File: src/hw/cpu_pkg.sv
package cpu_pkg;

    // Data path and instruction word width.
    localparam int data_w = 16;

    // Register index width for the eight-entry register file.
    localparam int reg_w = 3;

    // Width of the ALU operation code carried through ID/EX.
    localparam int op_w = 5;

    // Primary opcodes sit in instruction bits 15 to 11.
    localparam logic [4:0] op_nop  = 5'b00000;
    localparam logic [4:0] op_halt = 5'b00001;
    localparam logic [4:0] op_alu  = 5'b11011;
    localparam logic [4:0] op_addi = 5'b01000;
    localparam logic [4:0] op_subi = 5'b01001;
    localparam logic [4:0] op_lbi  = 5'b11000;
    localparam logic [4:0] op_ld   = 5'b10001;
    localparam logic [4:0] op_st   = 5'b10000;

    // The function field of the register format sits in bits 1 to 0.
    localparam logic [1:0] fn_add  = 2'b00;
    localparam logic [1:0] fn_sub  = 2'b01;
    localparam logic [1:0] fn_xor  = 2'b10;
    localparam logic [1:0] fn_andn = 2'b11;

    // ALU operation codes produced by the decoder.
    localparam logic [op_w-1:0] alu_add    = 5'd0;
    localparam logic [op_w-1:0] alu_sub    = 5'd1;
    localparam logic [op_w-1:0] alu_xor    = 5'd2;
    localparam logic [op_w-1:0] alu_andn   = 5'd3;
    localparam logic [op_w-1:0] alu_pass_b = 5'd4;

    // The register format takes its ALU operation from the function field.
    localparam logic [op_w-1:0] alu_reg    = 5'd5;

endpackage

File: src/hw/alu.sv
`timescale 1ns/1ps

module alu (
    input  logic [cpu_pkg::op_w-1:0]   alu_op,
    input  logic [1:0]                 funct,
    input  logic [cpu_pkg::data_w-1:0] a,
    input  logic [cpu_pkg::data_w-1:0] b,
    output logic [cpu_pkg::data_w-1:0] result
);

    logic [cpu_pkg::data_w-1:0] reg_result;

    // The function field selects the register format operation.
    always_comb begin
        case (funct)
            cpu_pkg::fn_add:  reg_result = a + b;
            cpu_pkg::fn_sub:  reg_result = a - b;
            cpu_pkg::fn_xor:  reg_result = a ^ b;
            cpu_pkg::fn_andn: reg_result = a & ~b;
            default:          reg_result = '0;
        endcase
    end

    // Loads and stores arrive here as alu_add for base plus offset.
    always_comb begin
        case (alu_op)
            cpu_pkg::alu_reg:    result = reg_result;
            cpu_pkg::alu_add:    result = a + b;
            cpu_pkg::alu_sub:    result = a - b;
            cpu_pkg::alu_xor:    result = a ^ b;
            cpu_pkg::alu_andn:   result = a & ~b;
            cpu_pkg::alu_pass_b: result = b;
            default:             result = '0;
        endcase
    end

endmodule

File: src/hw/core_top.sv
`timescale 1ns/1ps

module core_top #(
    parameter int dmem_depth = 64
) (
    input  logic                       clk,
    input  logic                       rst,
    input  logic [cpu_pkg::data_w-1:0] instr,
    input  logic                       instr_valid,
    output logic                       instr_ready,
    output logic                       wb_valid,
    output logic [cpu_pkg::reg_w-1:0]  wb_reg,
    output logic [cpu_pkg::data_w-1:0] wb_data,
    output logic                       halted
);

    logic [cpu_pkg::reg_w-1:0]  dec_rs, dec_rt, dec_rd;
    logic                       dec_rs_used, dec_rt_used;
    logic [cpu_pkg::data_w-1:0] dec_imm;
    logic [cpu_pkg::op_w-1:0]   dec_alu_op;
    logic [1:0]                 dec_funct;
    logic                       dec_alu_src, dec_mem_read, dec_mem_write;
    logic                       dec_mem_to_reg, dec_reg_write, dec_halt;

    logic [cpu_pkg::data_w-1:0] read1, read2;
    logic                       stall, accept, control_zero, halt_seen;

    logic [cpu_pkg::data_w-1:0] ex_read1, ex_read2, ex_imm, ex_b, ex_result;
    logic [cpu_pkg::op_w-1:0]   ex_alu_op;
    logic [1:0]                 ex_funct;
    logic [cpu_pkg::reg_w-1:0]  ex_rd;
    logic                       ex_alu_src, ex_mem_read, ex_mem_write;
    logic                       ex_mem_to_reg, ex_reg_write, ex_halt;

    // Copy of the EX/MEM destination for the hazard check.
    logic [cpu_pkg::reg_w-1:0]  mem_rd;
    logic                       mem_reg_write;

    assign instr_ready  = !stall && !halt_seen;
    assign accept       = instr_valid && instr_ready;
    assign control_zero = !accept;
    assign ex_b         = ex_alu_src ? ex_imm : ex_read2;

    always_ff @(posedge clk) begin
        if (rst) begin
            halt_seen     <= 1'b0;
            mem_reg_write <= 1'b0;
        end else begin
            mem_reg_write <= ex_reg_write;
            if (accept && dec_halt) begin
                halt_seen <= 1'b1;
            end
        end
        mem_rd <= ex_rd;
    end

    decoder u_decoder (
        .instr(instr), .rs(dec_rs), .rt(dec_rt), .rd(dec_rd),
        .rs_used(dec_rs_used), .rt_used(dec_rt_used), .imm(dec_imm),
        .alu_op(dec_alu_op), .funct(dec_funct), .alu_src(dec_alu_src),
        .mem_read(dec_mem_read), .mem_write(dec_mem_write), .mem_to_reg(dec_mem_to_reg),
        .reg_write(dec_reg_write), .halt(dec_halt)
    );

    regfile u_regfile (
        .clk(clk), .rst(rst), .rd_addr1(dec_rs), .rd_addr2(dec_rt),
        .rd_data1(read1), .rd_data2(read2),
        .wr_en(wb_valid), .wr_addr(wb_reg), .wr_data(wb_data)
    );

    hazard_unit u_hazard (
        .instr_valid(instr_valid), .rs(dec_rs), .rt(dec_rt),
        .rs_used(dec_rs_used), .rt_used(dec_rt_used),
        .ex_rd(ex_rd), .ex_reg_write(ex_reg_write),
        .mem_rd(mem_rd), .mem_reg_write(mem_reg_write), .stall(stall)
    );

    idex_reg u_idex (
        .clk(clk), .rst(rst), .control_zero(control_zero),
        .read1_in(read1), .read2_in(read2), .imm_in(dec_imm),
        .alu_op_in(dec_alu_op), .funct_in(dec_funct), .write_reg_in(dec_rd),
        .alu_src_in(dec_alu_src), .mem_read_in(dec_mem_read),
        .mem_write_in(dec_mem_write), .mem_to_reg_in(dec_mem_to_reg),
        .reg_write_in(dec_reg_write), .halt_in(dec_halt),
        .read1_out(ex_read1), .read2_out(ex_read2), .imm_out(ex_imm),
        .alu_op_out(ex_alu_op), .funct_out(ex_funct), .write_reg_out(ex_rd),
        .alu_src_out(ex_alu_src), .mem_read_out(ex_mem_read),
        .mem_write_out(ex_mem_write), .mem_to_reg_out(ex_mem_to_reg),
        .reg_write_out(ex_reg_write), .halt_out(ex_halt)
    );

    alu u_alu (
        .alu_op(ex_alu_op), .funct(ex_funct), .a(ex_read1), .b(ex_b), .result(ex_result)
    );

    mem_stage #(.dmem_depth(dmem_depth)) u_mem (
        .clk(clk), .rst(rst), .alu_result(ex_result), .store_data(ex_read2),
        .write_reg(ex_rd), .mem_read(ex_mem_read), .mem_write(ex_mem_write),
        .mem_to_reg(ex_mem_to_reg), .reg_write(ex_reg_write), .halt(ex_halt),
        .wb_valid(wb_valid), .wb_reg(wb_reg), .wb_data(wb_data), .halted(halted)
    );

endmodule

File: src/hw/decoder.sv
`timescale 1ns/1ps

module decoder (
    input  logic [cpu_pkg::data_w-1:0] instr,
    output logic [cpu_pkg::reg_w-1:0]  rs,
    output logic [cpu_pkg::reg_w-1:0]  rt,
    output logic [cpu_pkg::reg_w-1:0]  rd,
    output logic                       rs_used,
    output logic                       rt_used,
    output logic [cpu_pkg::data_w-1:0] imm,
    output logic [cpu_pkg::op_w-1:0]   alu_op,
    output logic [1:0]                 funct,
    output logic                       alu_src,
    output logic                       mem_read,
    output logic                       mem_write,
    output logic                       mem_to_reg,
    output logic                       reg_write,
    output logic                       halt
);

    logic [4:0]                 opcode;
    logic [cpu_pkg::data_w-1:0] imm5;
    logic [cpu_pkg::data_w-1:0] imm8;

    assign opcode = instr[15:11];
    assign imm5   = {{(cpu_pkg::data_w-5){instr[4]}}, instr[4:0]};
    assign imm8   = {{(cpu_pkg::data_w-8){instr[7]}}, instr[7:0]};

    // Source fields sit in the same place for every format that reads registers.
    assign rs    = instr[10:8];
    assign rt    = instr[7:5];
    assign funct = instr[1:0];

    always_comb begin
        rd         = instr[7:5];
        rs_used    = 1'b0;
        rt_used    = 1'b0;
        imm        = '0;
        alu_op     = cpu_pkg::alu_add;
        alu_src    = 1'b0;
        mem_read   = 1'b0;
        mem_write  = 1'b0;
        mem_to_reg = 1'b0;
        reg_write  = 1'b0;
        halt       = 1'b0;
        case (opcode)
            cpu_pkg::op_alu: begin
                rd        = instr[4:2];
                rs_used   = 1'b1;
                rt_used   = 1'b1;
                alu_op    = cpu_pkg::alu_reg;
                reg_write = 1'b1;
            end
            cpu_pkg::op_addi, cpu_pkg::op_subi: begin
                rs_used   = 1'b1;
                imm       = imm5;
                alu_op    = (opcode == cpu_pkg::op_subi) ? cpu_pkg::alu_sub : cpu_pkg::alu_add;
                alu_src   = 1'b1;
                reg_write = 1'b1;
            end
            cpu_pkg::op_lbi: begin
                rd        = instr[10:8];
                imm       = imm8;
                alu_op    = cpu_pkg::alu_pass_b;
                alu_src   = 1'b1;
                reg_write = 1'b1;
            end
            cpu_pkg::op_ld: begin
                rs_used    = 1'b1;
                imm        = imm5;
                alu_src    = 1'b1;
                mem_read   = 1'b1;
                mem_to_reg = 1'b1;
                reg_write  = 1'b1;
            end
            cpu_pkg::op_st: begin
                // Store data comes from the register in bits 7 to 5.
                rs_used   = 1'b1;
                rt_used   = 1'b1;
                imm       = imm5;
                alu_src   = 1'b1;
                mem_write = 1'b1;
            end
            cpu_pkg::op_halt: begin
                halt = 1'b1;
            end
            default: begin
            end
        endcase
    end

endmodule

File: src/hw/hazard_unit.sv
`timescale 1ns/1ps

module hazard_unit (
    input  logic                      instr_valid,
    input  logic [cpu_pkg::reg_w-1:0] rs,
    input  logic [cpu_pkg::reg_w-1:0] rt,
    input  logic                      rs_used,
    input  logic                      rt_used,
    input  logic [cpu_pkg::reg_w-1:0] ex_rd,
    input  logic                      ex_reg_write,
    input  logic [cpu_pkg::reg_w-1:0] mem_rd,
    input  logic                      mem_reg_write,
    output logic                      stall
);

    logic rs_conflict;
    logic rt_conflict;

    // Only the writers in ID/EX and EX/MEM matter; MEM/WB goes through
    // the register file bypass.
    assign rs_conflict = rs_used &&
                         ((ex_reg_write && ex_rd == rs) || (mem_reg_write && mem_rd == rs));

    assign rt_conflict = rt_used &&
                         ((ex_reg_write && ex_rd == rt) || (mem_reg_write && mem_rd == rt));

    assign stall = instr_valid && (rs_conflict || rt_conflict);

endmodule

File: src/hw/idex_reg.sv
`timescale 1ns/1ps

module idex_reg (
    input  logic                       clk,
    input  logic                       rst,
    input  logic                       control_zero,
    input  logic [cpu_pkg::data_w-1:0] read1_in,
    input  logic [cpu_pkg::data_w-1:0] read2_in,
    input  logic [cpu_pkg::data_w-1:0] imm_in,
    input  logic [cpu_pkg::op_w-1:0]   alu_op_in,
    input  logic [1:0]                 funct_in,
    input  logic [cpu_pkg::reg_w-1:0]  write_reg_in,
    input  logic                       alu_src_in,
    input  logic                       mem_read_in,
    input  logic                       mem_write_in,
    input  logic                       mem_to_reg_in,
    input  logic                       reg_write_in,
    input  logic                       halt_in,
    output logic [cpu_pkg::data_w-1:0] read1_out,
    output logic [cpu_pkg::data_w-1:0] read2_out,
    output logic [cpu_pkg::data_w-1:0] imm_out,
    output logic [cpu_pkg::op_w-1:0]   alu_op_out,
    output logic [1:0]                 funct_out,
    output logic [cpu_pkg::reg_w-1:0]  write_reg_out,
    output logic                       alu_src_out,
    output logic                       mem_read_out,
    output logic                       mem_write_out,
    output logic                       mem_to_reg_out,
    output logic                       reg_write_out,
    output logic                       halt_out
);

    always_ff @(posedge clk) begin
        if (rst) begin
            read1_out      <= '0;
            read2_out      <= '0;
            imm_out        <= '0;
            alu_op_out     <= '0;
            funct_out      <= '0;
            write_reg_out  <= '0;
            alu_src_out    <= 1'b0;
            mem_read_out   <= 1'b0;
            mem_write_out  <= 1'b0;
            mem_to_reg_out <= 1'b0;
            reg_write_out  <= 1'b0;
            halt_out       <= 1'b0;
        end else begin
            read1_out      <= read1_in;
            read2_out      <= read2_in;
            imm_out        <= imm_in;
            alu_op_out     <= alu_op_in;
            funct_out      <= funct_in;
            write_reg_out  <= write_reg_in;
            alu_src_out    <= alu_src_in;
            mem_read_out   <= mem_read_in;
            mem_to_reg_out <= mem_to_reg_in;
            // A stalled or empty cycle enters as a bubble with no side effects.
            mem_write_out  <= control_zero ? 1'b0 : mem_write_in;
            reg_write_out  <= control_zero ? 1'b0 : reg_write_in;
            halt_out       <= control_zero ? 1'b0 : halt_in;
        end
    end

endmodule

File: src/hw/mem_stage.sv
`timescale 1ns/1ps

module mem_stage #(
    parameter int dmem_depth = 64
) (
    input  logic                       clk,
    input  logic                       rst,
    input  logic [cpu_pkg::data_w-1:0] alu_result,
    input  logic [cpu_pkg::data_w-1:0] store_data,
    input  logic [cpu_pkg::reg_w-1:0]  write_reg,
    input  logic                       mem_read,
    input  logic                       mem_write,
    input  logic                       mem_to_reg,
    input  logic                       reg_write,
    input  logic                       halt,
    output logic                       wb_valid,
    output logic [cpu_pkg::reg_w-1:0]  wb_reg,
    output logic [cpu_pkg::data_w-1:0] wb_data,
    output logic                       halted
);

    localparam int addr_w = $clog2(dmem_depth);

    logic [cpu_pkg::data_w-1:0] exmem_alu;
    logic [cpu_pkg::data_w-1:0] exmem_store;
    logic [cpu_pkg::reg_w-1:0]  exmem_reg;
    logic                       exmem_mem_read;
    logic                       exmem_mem_write;
    logic                       exmem_mem_to_reg;
    logic                       exmem_reg_write;
    logic                       exmem_halt;

    logic [cpu_pkg::data_w-1:0] dmem [dmem_depth];
    logic [addr_w-1:0]          dmem_idx;
    logic [cpu_pkg::data_w-1:0] load_data;

    always_ff @(posedge clk) begin
        exmem_alu   <= alu_result;
        exmem_store <= store_data;
        exmem_reg   <= write_reg;
        if (rst) begin
            exmem_mem_read   <= 1'b0;
            exmem_mem_write  <= 1'b0;
            exmem_mem_to_reg <= 1'b0;
            exmem_reg_write  <= 1'b0;
            exmem_halt       <= 1'b0;
        end else begin
            exmem_mem_read   <= mem_read;
            exmem_mem_write  <= mem_write;
            exmem_mem_to_reg <= mem_to_reg;
            exmem_reg_write  <= reg_write;
            exmem_halt       <= halt;
        end
    end

    // Only the low address bits select a word.
    assign dmem_idx  = exmem_alu[addr_w-1:0];
    assign load_data = exmem_mem_read ? dmem[dmem_idx] : '0;

    always_ff @(posedge clk) begin
        if (rst) begin
            for (int i = 0; i < dmem_depth; i++) begin
                dmem[i] <= '0;
            end
        end else if (exmem_mem_write) begin
            dmem[dmem_idx] <= exmem_store;
        end
    end

    always_ff @(posedge clk) begin
        wb_reg  <= exmem_reg;
        wb_data <= exmem_mem_to_reg ? load_data : exmem_alu;
        if (rst) begin
            wb_valid <= 1'b0;
            halted   <= 1'b0;
        end else begin
            wb_valid <= exmem_reg_write;
            // Once a HALT reaches writeback the core stays halted.
            if (exmem_halt) begin
                halted <= 1'b1;
            end
        end
    end

endmodule

File: src/hw/regfile.sv
`timescale 1ns/1ps

module regfile (
    input  logic                       clk,
    input  logic                       rst,
    input  logic [cpu_pkg::reg_w-1:0]  rd_addr1,
    input  logic [cpu_pkg::reg_w-1:0]  rd_addr2,
    output logic [cpu_pkg::data_w-1:0] rd_data1,
    output logic [cpu_pkg::data_w-1:0] rd_data2,
    input  logic                       wr_en,
    input  logic [cpu_pkg::reg_w-1:0]  wr_addr,
    input  logic [cpu_pkg::data_w-1:0] wr_data
);

    localparam int num_regs = 1 << cpu_pkg::reg_w;

    logic [cpu_pkg::data_w-1:0] regs [num_regs];

    always_ff @(posedge clk) begin
        if (rst) begin
            for (int i = 0; i < num_regs; i++) begin
                regs[i] <= '0;
            end
        end else if (wr_en) begin
            regs[wr_addr] <= wr_data;
        end
    end

    // A write in this cycle is visible to a read of the same register,
    // so the writeback stage never needs a stall.
    assign rd_data1 = (wr_en && wr_addr == rd_addr1) ? wr_data : regs[rd_addr1];
    assign rd_data2 = (wr_en && wr_addr == rd_addr2) ? wr_data : regs[rd_addr2];

endmodule

File: config.mk
export PLATFORM = sky130hd
export DESIGN_NAME = core_top
export DESIGN_NICKNAME = d
export VERILOG_FILES = /design/src/hw/cpu_pkg.sv /design/src/hw/alu.sv /design/src/hw/core_top.sv /design/src/hw/decoder.sv /design/src/hw/hazard_unit.sv /design/src/hw/idex_reg.sv /design/src/hw/mem_stage.sv /design/src/hw/regfile.sv
export SDC_FILE = /design/constraint.sdc
export NUM_CORES = 2
export LEC_CHECK = 0
export BUFFER_PORTS_ARGS = -buffer_cell sky130_fd_sc_hd__buf_2
export CAP_MARGIN = 10
export CORE_ASPECT_RATIO = 0.7
export CORE_MARGIN = 5
export CORE_UTILIZATION = 45
export DETAILED_ROUTE_END_ITERATION = 8
export PLACE_DENSITY_LB_ADDON = 0.05
export SETUP_SLACK_MARGIN = 0.3
export SLEW_MARGIN = 20
export SYNTH_ARGS = -nofsm -noshare
export SYNTH_HDL_FRONTEND = slang
export SYNTH_SLANG_ARGS = --single-unit
File: constraint.sdc
create_clock -name clk -period 6.3 [get_ports clk]
set_input_delay 0.63 -clock clk [delete_from_list [all_inputs] [get_ports clk]]
set_output_delay 0.63 -clock clk [all_outputs]
set_load 0.01 [all_outputs]
-- Word level (Yosys, flattened, before mapping)
Memories as Yosys holds them, arrays and structs flattened. A register that Yosys moved wholly into a read port is not among the register bits.
Cells that the tools add are included.
- reductions and logical operators: 26
- equal/unequal tests: 19
- bitwise logic cells: 4
- mux-type cells: 29
- $add $sub $neg: 2
- operators with widths (kind ; count):
    $pmux 16 s6 ; 1
    $mux 16 ; 4
    $pmux 16 s4 ; 1
    $pmux 16 s2 ; 1
    $reduce_or 16->1 ; 2
    $eq 5x5->1 const B ; 4
    $mux 1 ; 18
    $add 16x16->16 ; 1
    $and 16x16->16 ; 1
    $not 16->16 ; 1
    $sub 16x16->16 ; 1
    $xor 16x16->16 ; 1
    $pmux 5 s3 ; 1
    $reduce_or 5->1 ; 3
    $eq 3x3->1 ; 4
    $eq 5x1->1 const B ; 2
    $eq 5x2->1 const B ; 2
    $eq 5x3->1 const B ; 2
    $eq 5x4->1 const B ; 2
    $logic_and 1x1->1 ; 10
    $mux 6 ; 1
    $pmux 3 s2 ; 1
    $reduce_or 2->1 ; 3
    $logic_not 5->1 ; 1
    8 further kinds ; 12
- RAM bits: 1152
- flip-flop bits (word level): 92
- memories kept: 2
- output and inout port bits: 22
- input port bits: 19
- logic and storage cells: 103
- memories (memory ; depth ; bits a word ; rd ports ; clocked after Yosys merged registers in ; write ports ; line ; source):
    u_mem.dmem ; 64 ; 16 ; 1 ; 1 ; 64 ; mem_stage.sv:33 ; logic [cpu_pkg::data_w-1:0] dmem [dmem_depth];
    u_regfile.regs ; 8 ; 16 ; 2 ; 2 ; 8 ; regfile.sv:17 ; logic [cpu_pkg::data_w-1:0] regs [num_regs];

-- Longest topological paths before layout
- depth in word-level cells: 11
- mapped depth: 14
- depth with buffers taken out: 12

-- Modules after synthesis
Synthesis repeated with hierarchy kept, for this count alone.
- cell total of the unflattened synthesis: 4759
- area, all modules: 61351.3 sq um
- by module, submodules not included (module ; sequential area each (sq um) ; cells each ; area each (sq um) ; times used):
    mem_stage ; 31970.7 ; 3623 ; 48295.1 ; 1
    regfile ; 3843.7 ; 445 ; 7453.4 ; 1
    alu ; 0.0 ; 436 ; 2855.2 ; 1
    idex_reg ; 1281.2 ; 135 ; 1744.2 ; 1
    decoder ; 0.0 ; 71 ; 473.0 ; 1
    core_top ; 100.1 ; 29 ; 379.1 ; 1
    hazard_unit ; 0.0 ; 20 ; 151.4 ; 1

-- Worst setup path after synthesis
OpenSTA, ideal clock, no wires.
- kind: register to register
- start: register u_idex.alu_src_out
- end: register u_mem.exmem_alu[15] (netlist name)
- clock period less this slack: 3.500 ns
- data required time: 6.178 ns
- stages on the path, launching flop included: 15
- library setup time: 0.122 ns
- arrival time: 3.378 ns
- path buffers: 3
- setup slack: 2.800 ns
- cells stage by stage: dfxtp_1 -> clkbuf_1 -> clkbuf_1 -> mux2_2 -> inv_1 -> ha_1 -> buf_6 -> and2_4 -> a22o_1 -> o21a_1 -> or3_4 -> o21ai_4 -> mux2i_1 -> a221o_1 -> a221o_1
- longest elaborated chain between the ends: 5
- elaborated cells between the ends (all ways): 8
- those cells by class: add/sub (2); mux (3); bitwise (3)
- RTL lines (item ; line ; source):
    start: declaration ; idex_reg.sv:25 ; output logic alu_src_out,
    start signal: assignment ; idex_reg.sv:54 ; alu_src_out <= alu_src_in;
    $mux 16 (*) ; core_top.sv:42 ; assign ex_b = ex_alu_src ? ex_imm : ex_read2;
    branches (longest 3 deep; another with $sub 16x16->16) ; - ;
    $pmux 16 s6 (*) ; alu.sv:26 ; case (alu_op)
    via ex_result (one bit) ; core_top.sv:28 ; logic [cpu_pkg::data_w-1:0] ex_read1, ex_read2, ex_imm, ex_b, ex_result;
    end signal: assignment ; mem_stage.sv:38 ; exmem_alu <= alu_result;
    end: declaration ; mem_stage.sv:24 ; logic [cpu_pkg::data_w-1:0] exmem_alu;
Mark *: on every way through the listed nets, which the timed path passes.
A chain may end at the register's enable or synchronous reset.

==> flow_metrics.env <==
export IMPL_wl_met1_um=99200
export IMPL_ios=41
export IMPL_p_leak_nw=24.0
export IMPL_drt_first_iter_violations=5472
export IMPL_ys_seq_elements=1265
export IMPL_fillers=11400
export IMPL_ys_warn_count=0
export IMPL_io_buffers=40
export IMPL_endpoint_kind="register"
export IMPL_wl_per_cell_um=32.6
export IMPL_grt_usage_pct=29.3
export IMPL_clk_latency_ps=790
export IMPL_async_flop_share_pct=0
export IMPL_wl_met3_um=24300
export IMPL_reg2reg_depth=5
export IMPL_run_status="finished, final reports clean"
export IMPL_dp_hpwl_um=130000
export IMPL_synthTopCellsByArea="edfxtp_1 (58%), and2_1 (12%), mux4_2 (5.4%)"
export IMPL_timing_worst_setup_path_type="register to register"
export IMPL_area_delta_synth_final_pct=10.3
export IMPL_hold_depth=2
export IMPL_worstPathMaxFanout=36
export IMPL_drive_gt1_share_pct=16.0
export IMPL_top_layer="met4"
export IMPL_grt_start_max_net_pins=83
export IMPL_drc_errors=0
export IMPL_instances_no_fill=6382
export IMPL_syn_mean_instance_area_um2=13.0
export IMPL_worstPathRequired_ps=6730
export IMPL_maxCapViolations=0
export IMPL_largest_reg_flops=1024
export IMPL_die_w_um=446
export IMPL_finalCritPeriodShare_pct=70.4
export IMPL_min_from="instr[0]"
export IMPL_met2_wirelength_um=80000
export IMPL_syn_inst=4608
export IMPL_cts_root_buf="clkbuf_16"
export IMPL_post_synth_top_area_cell="edfxtp_1"
export IMPL_cts_htree_levels=4
export IMPL_critPathArrivalTime_ps=4860
export IMPL_netlist_area_mm2=0.0600
export IMPL_ys_types=73
export IMPL_cts_num_sinks=1265
export IMPL_drv_slew=0
export IMPL_synth_common_cells="and2_1 (1,162), edfxtp_1 (1,152), clkbuf_1 (297), nor2_1 (297), a21oi_1 (180)"
export IMPL_worst_hold_path_endpoint="u_idex.imm_out[0]"
export IMPL_first_global_vias=36100
export IMPL_path_clk_slew_ps=60
export IMPL_ys_flop_type="edfxtp_1"
export IMPL_synth_edff_count=1152
export IMPL_clock_path_buffers=3
export IMPL_grt_pass1_wl_um=291000
export IMPL_reg_largest_list="u_mem.dmem (1024), u_regfile.regs (128)"
export IMPL_numCtsBuffers=132
export IMPL_globalplace_congestion=0.895
export IMPL_yosysMostFrequentCell="and2_1"
export IMPL_rsz0062_at_grt="false"
export IMPL_core_mm2=0.133
export IMPL_syn_num_nets=4669
export IMPL_synth_top_area_share_pct=57.7
export IMPL_fmax_ghz=0.225
export IMPL_start_kind="register"
export IMPL_worstMarginPinSlew_ps=1290
export IMPL_initial_core_util_pct=45.1
export IMPL_reg2reg_from="u_mem.exmem_alu[1]"
export IMPL_antenna_found_initial=17
export IMPL_grt_overflow_total=0
export IMPL_min_path_type="input pin to register"
export IMPL_setup_violations=0
export IMPL_cts_tree="built"
export IMPL_place_inst=6143
export IMPL_hold_viol_final=0
export IMPL_layout_nets=4572
export IMPL_setup_tns_final_ps=0
export IMPL_power_density_mw_per_mm2=313
export IMPL_top_register="u_mem.dmem"
export IMPL_postCtsResizedCells=0
export IMPL_dieArea_mm2=0.141
export IMPL_via_count=38600
export IMPL_die_h_um=315
export IMPL_ctsHoldBuffers=0
export IMPL_vias_per_cell=6.05
export IMPL_reg2reg_to="u_mem.dmem[26][13]"
export IMPL_drtPass1Iterations=6
export IMPL_fin_skew_ps=31.4
export IMPL_seq_area_frac_synth_pct=61.5
export IMPL_vdd_drop_max_uv=199
export IMPL_detail_route_antenna_nets=0
export IMPL_totalWireLength_um=208000
export IMPL_num_rows=112
export IMPL_period_minus_slack_ps=4430
export IMPL_slew_headroom_pct=13.7
export IMPL_post_cts_buffers=0
export IMPL_rrSetupSlack_ps=1870
==> worst max-delay path: stages (launching register included) <==
cell and delay, ps:
dfxtp_4 840, nor2b_4 490, nor2b_1 480, nand2_1 750, nor2_1 960, or2_2 490
==> metrics by stage <==
| step | power [W] | hold slack [ps] | util, % | setup WS [ps] | instance area [µm²] |
|---|---|---|---|---|---|
| floorplan | 0.0116 | 327 | - | 2800 | 60000 |
| global placement | 0.0131 | 337 | 46.7 | 2120 | 62000 |
| detailed placement | 0.0131 | 337 | 46.7 | 2000 | 62000 |
| CTS | 0.0207 | 21.1 | 49.8 | 1960 | 66100 |
| global route | 0.0213 | 59.1 | 49.8 | 1690 | 66100 |
| finish | 0.0207 | 76.9 | 49.8 | 1870 | 66200 |
==> power by group <==
group / total, W / internal (W) / switching [W]
clock network: 0.00771 / 0.00427 / 0.00344
logic: 0.00326 / 0.000966 / 0.00229
registers: 0.00977 / 0.00945 / 0.000319
==> cell families (layout without fill, tap and decap cells) <==
group	Yosys count	count (layout)	share of synthesized area (%)
and+or+nand+nor	1733	1733	16.5
DFF	1265	1265	61.5
AOI/OAI and AO/OA	674	674	7.66
buffers and inverters	462	459	3.07
muxes	389	389	9.73
xor gates and xnor gates	43	43	0.628
adders and majority gates	42	42	0.902
other	0	10	0
==> per-layer routing <==
metal	vias to the layer above	global-route usage (%)
met5	-	0
met4	0	7.07
met3	250	8.91
met2	1927	37.3
met1	19900	47.9
li1	16600	-
==> cell type report <==
cell class / count / area [µm²] / share of cell area [%]
Antenna cell: 10 / 25.0 / 0.0378
Timing Repair Buffer: 182 / 1370 / 2.07
Multi-Input combinational cell: 2881 / 21400 / 32.3
Tap cell: 1767 / 2210 / 3.34
Clock inverter: 72 / 622 / 0.940
Sequential cell: 1265 / 36900 / 55.8
Inverter: 49 / 184 / 0.278
Clock buffer: 156 / 3470 / 5.24
==> layout by cell type, fill, tap and decap left out, types with 9 or more instances in the layout <==
cell type,synthesis,routed
clkinv_1,0,28
xnor2_1,34,34
clkinv_2,0,16
nand3_1,14,14
nand2_1,74,74
o21ai_0,78,78
nor2b_1,30,23
nor2_1,297,286
mux4_2,145,145
nand2b_1,10,10
nor3_1,17,15
buf_2,66,39
a31oi_1,11,11
a22oi_1,105,105
ha_1,40,40
diode_2,0,10
edfxtp_1,1152,1152
a221oi_1,82,82
o211ai_1,15,15
o22ai_1,43,43
or2_2,76,76
o221ai_1,13,13
dfxtp_2,0,16
a22o_1,30,30
inv_1,49,49
clkbuf_16,0,135
xor2_1,9,9
nor4_1,14,14
a211oi_1,57,55
dfxtp_1,113,94
and2_1,1162,1160
a21oi_1,180,180
clkbuf_1,297,20
mux2_2,103,103
mux2i_1,141,141
buf_4,4,134
==> worst max-delay path by stage <==
stage | from | end | slack, ps
after floorplan | u_idex.alu_src_out | u_mem.exmem_alu[15] | 2800
after global placement | u_mem.exmem_alu[1] | u_mem.dmem[58][10] | 2120
after CTS | u_mem.exmem_alu[1] | u_mem.dmem[58][5] | 1960
after global routing | u_mem.exmem_alu[1] | u_mem.dmem[58][4] | 1690
final | u_mem.exmem_alu[1] | u_mem.dmem[26][13] | 1870
after detailed placement | u_mem.exmem_alu[1] | u_mem.dmem[58][6] | 2000
(Power assumes the default switching activity.)
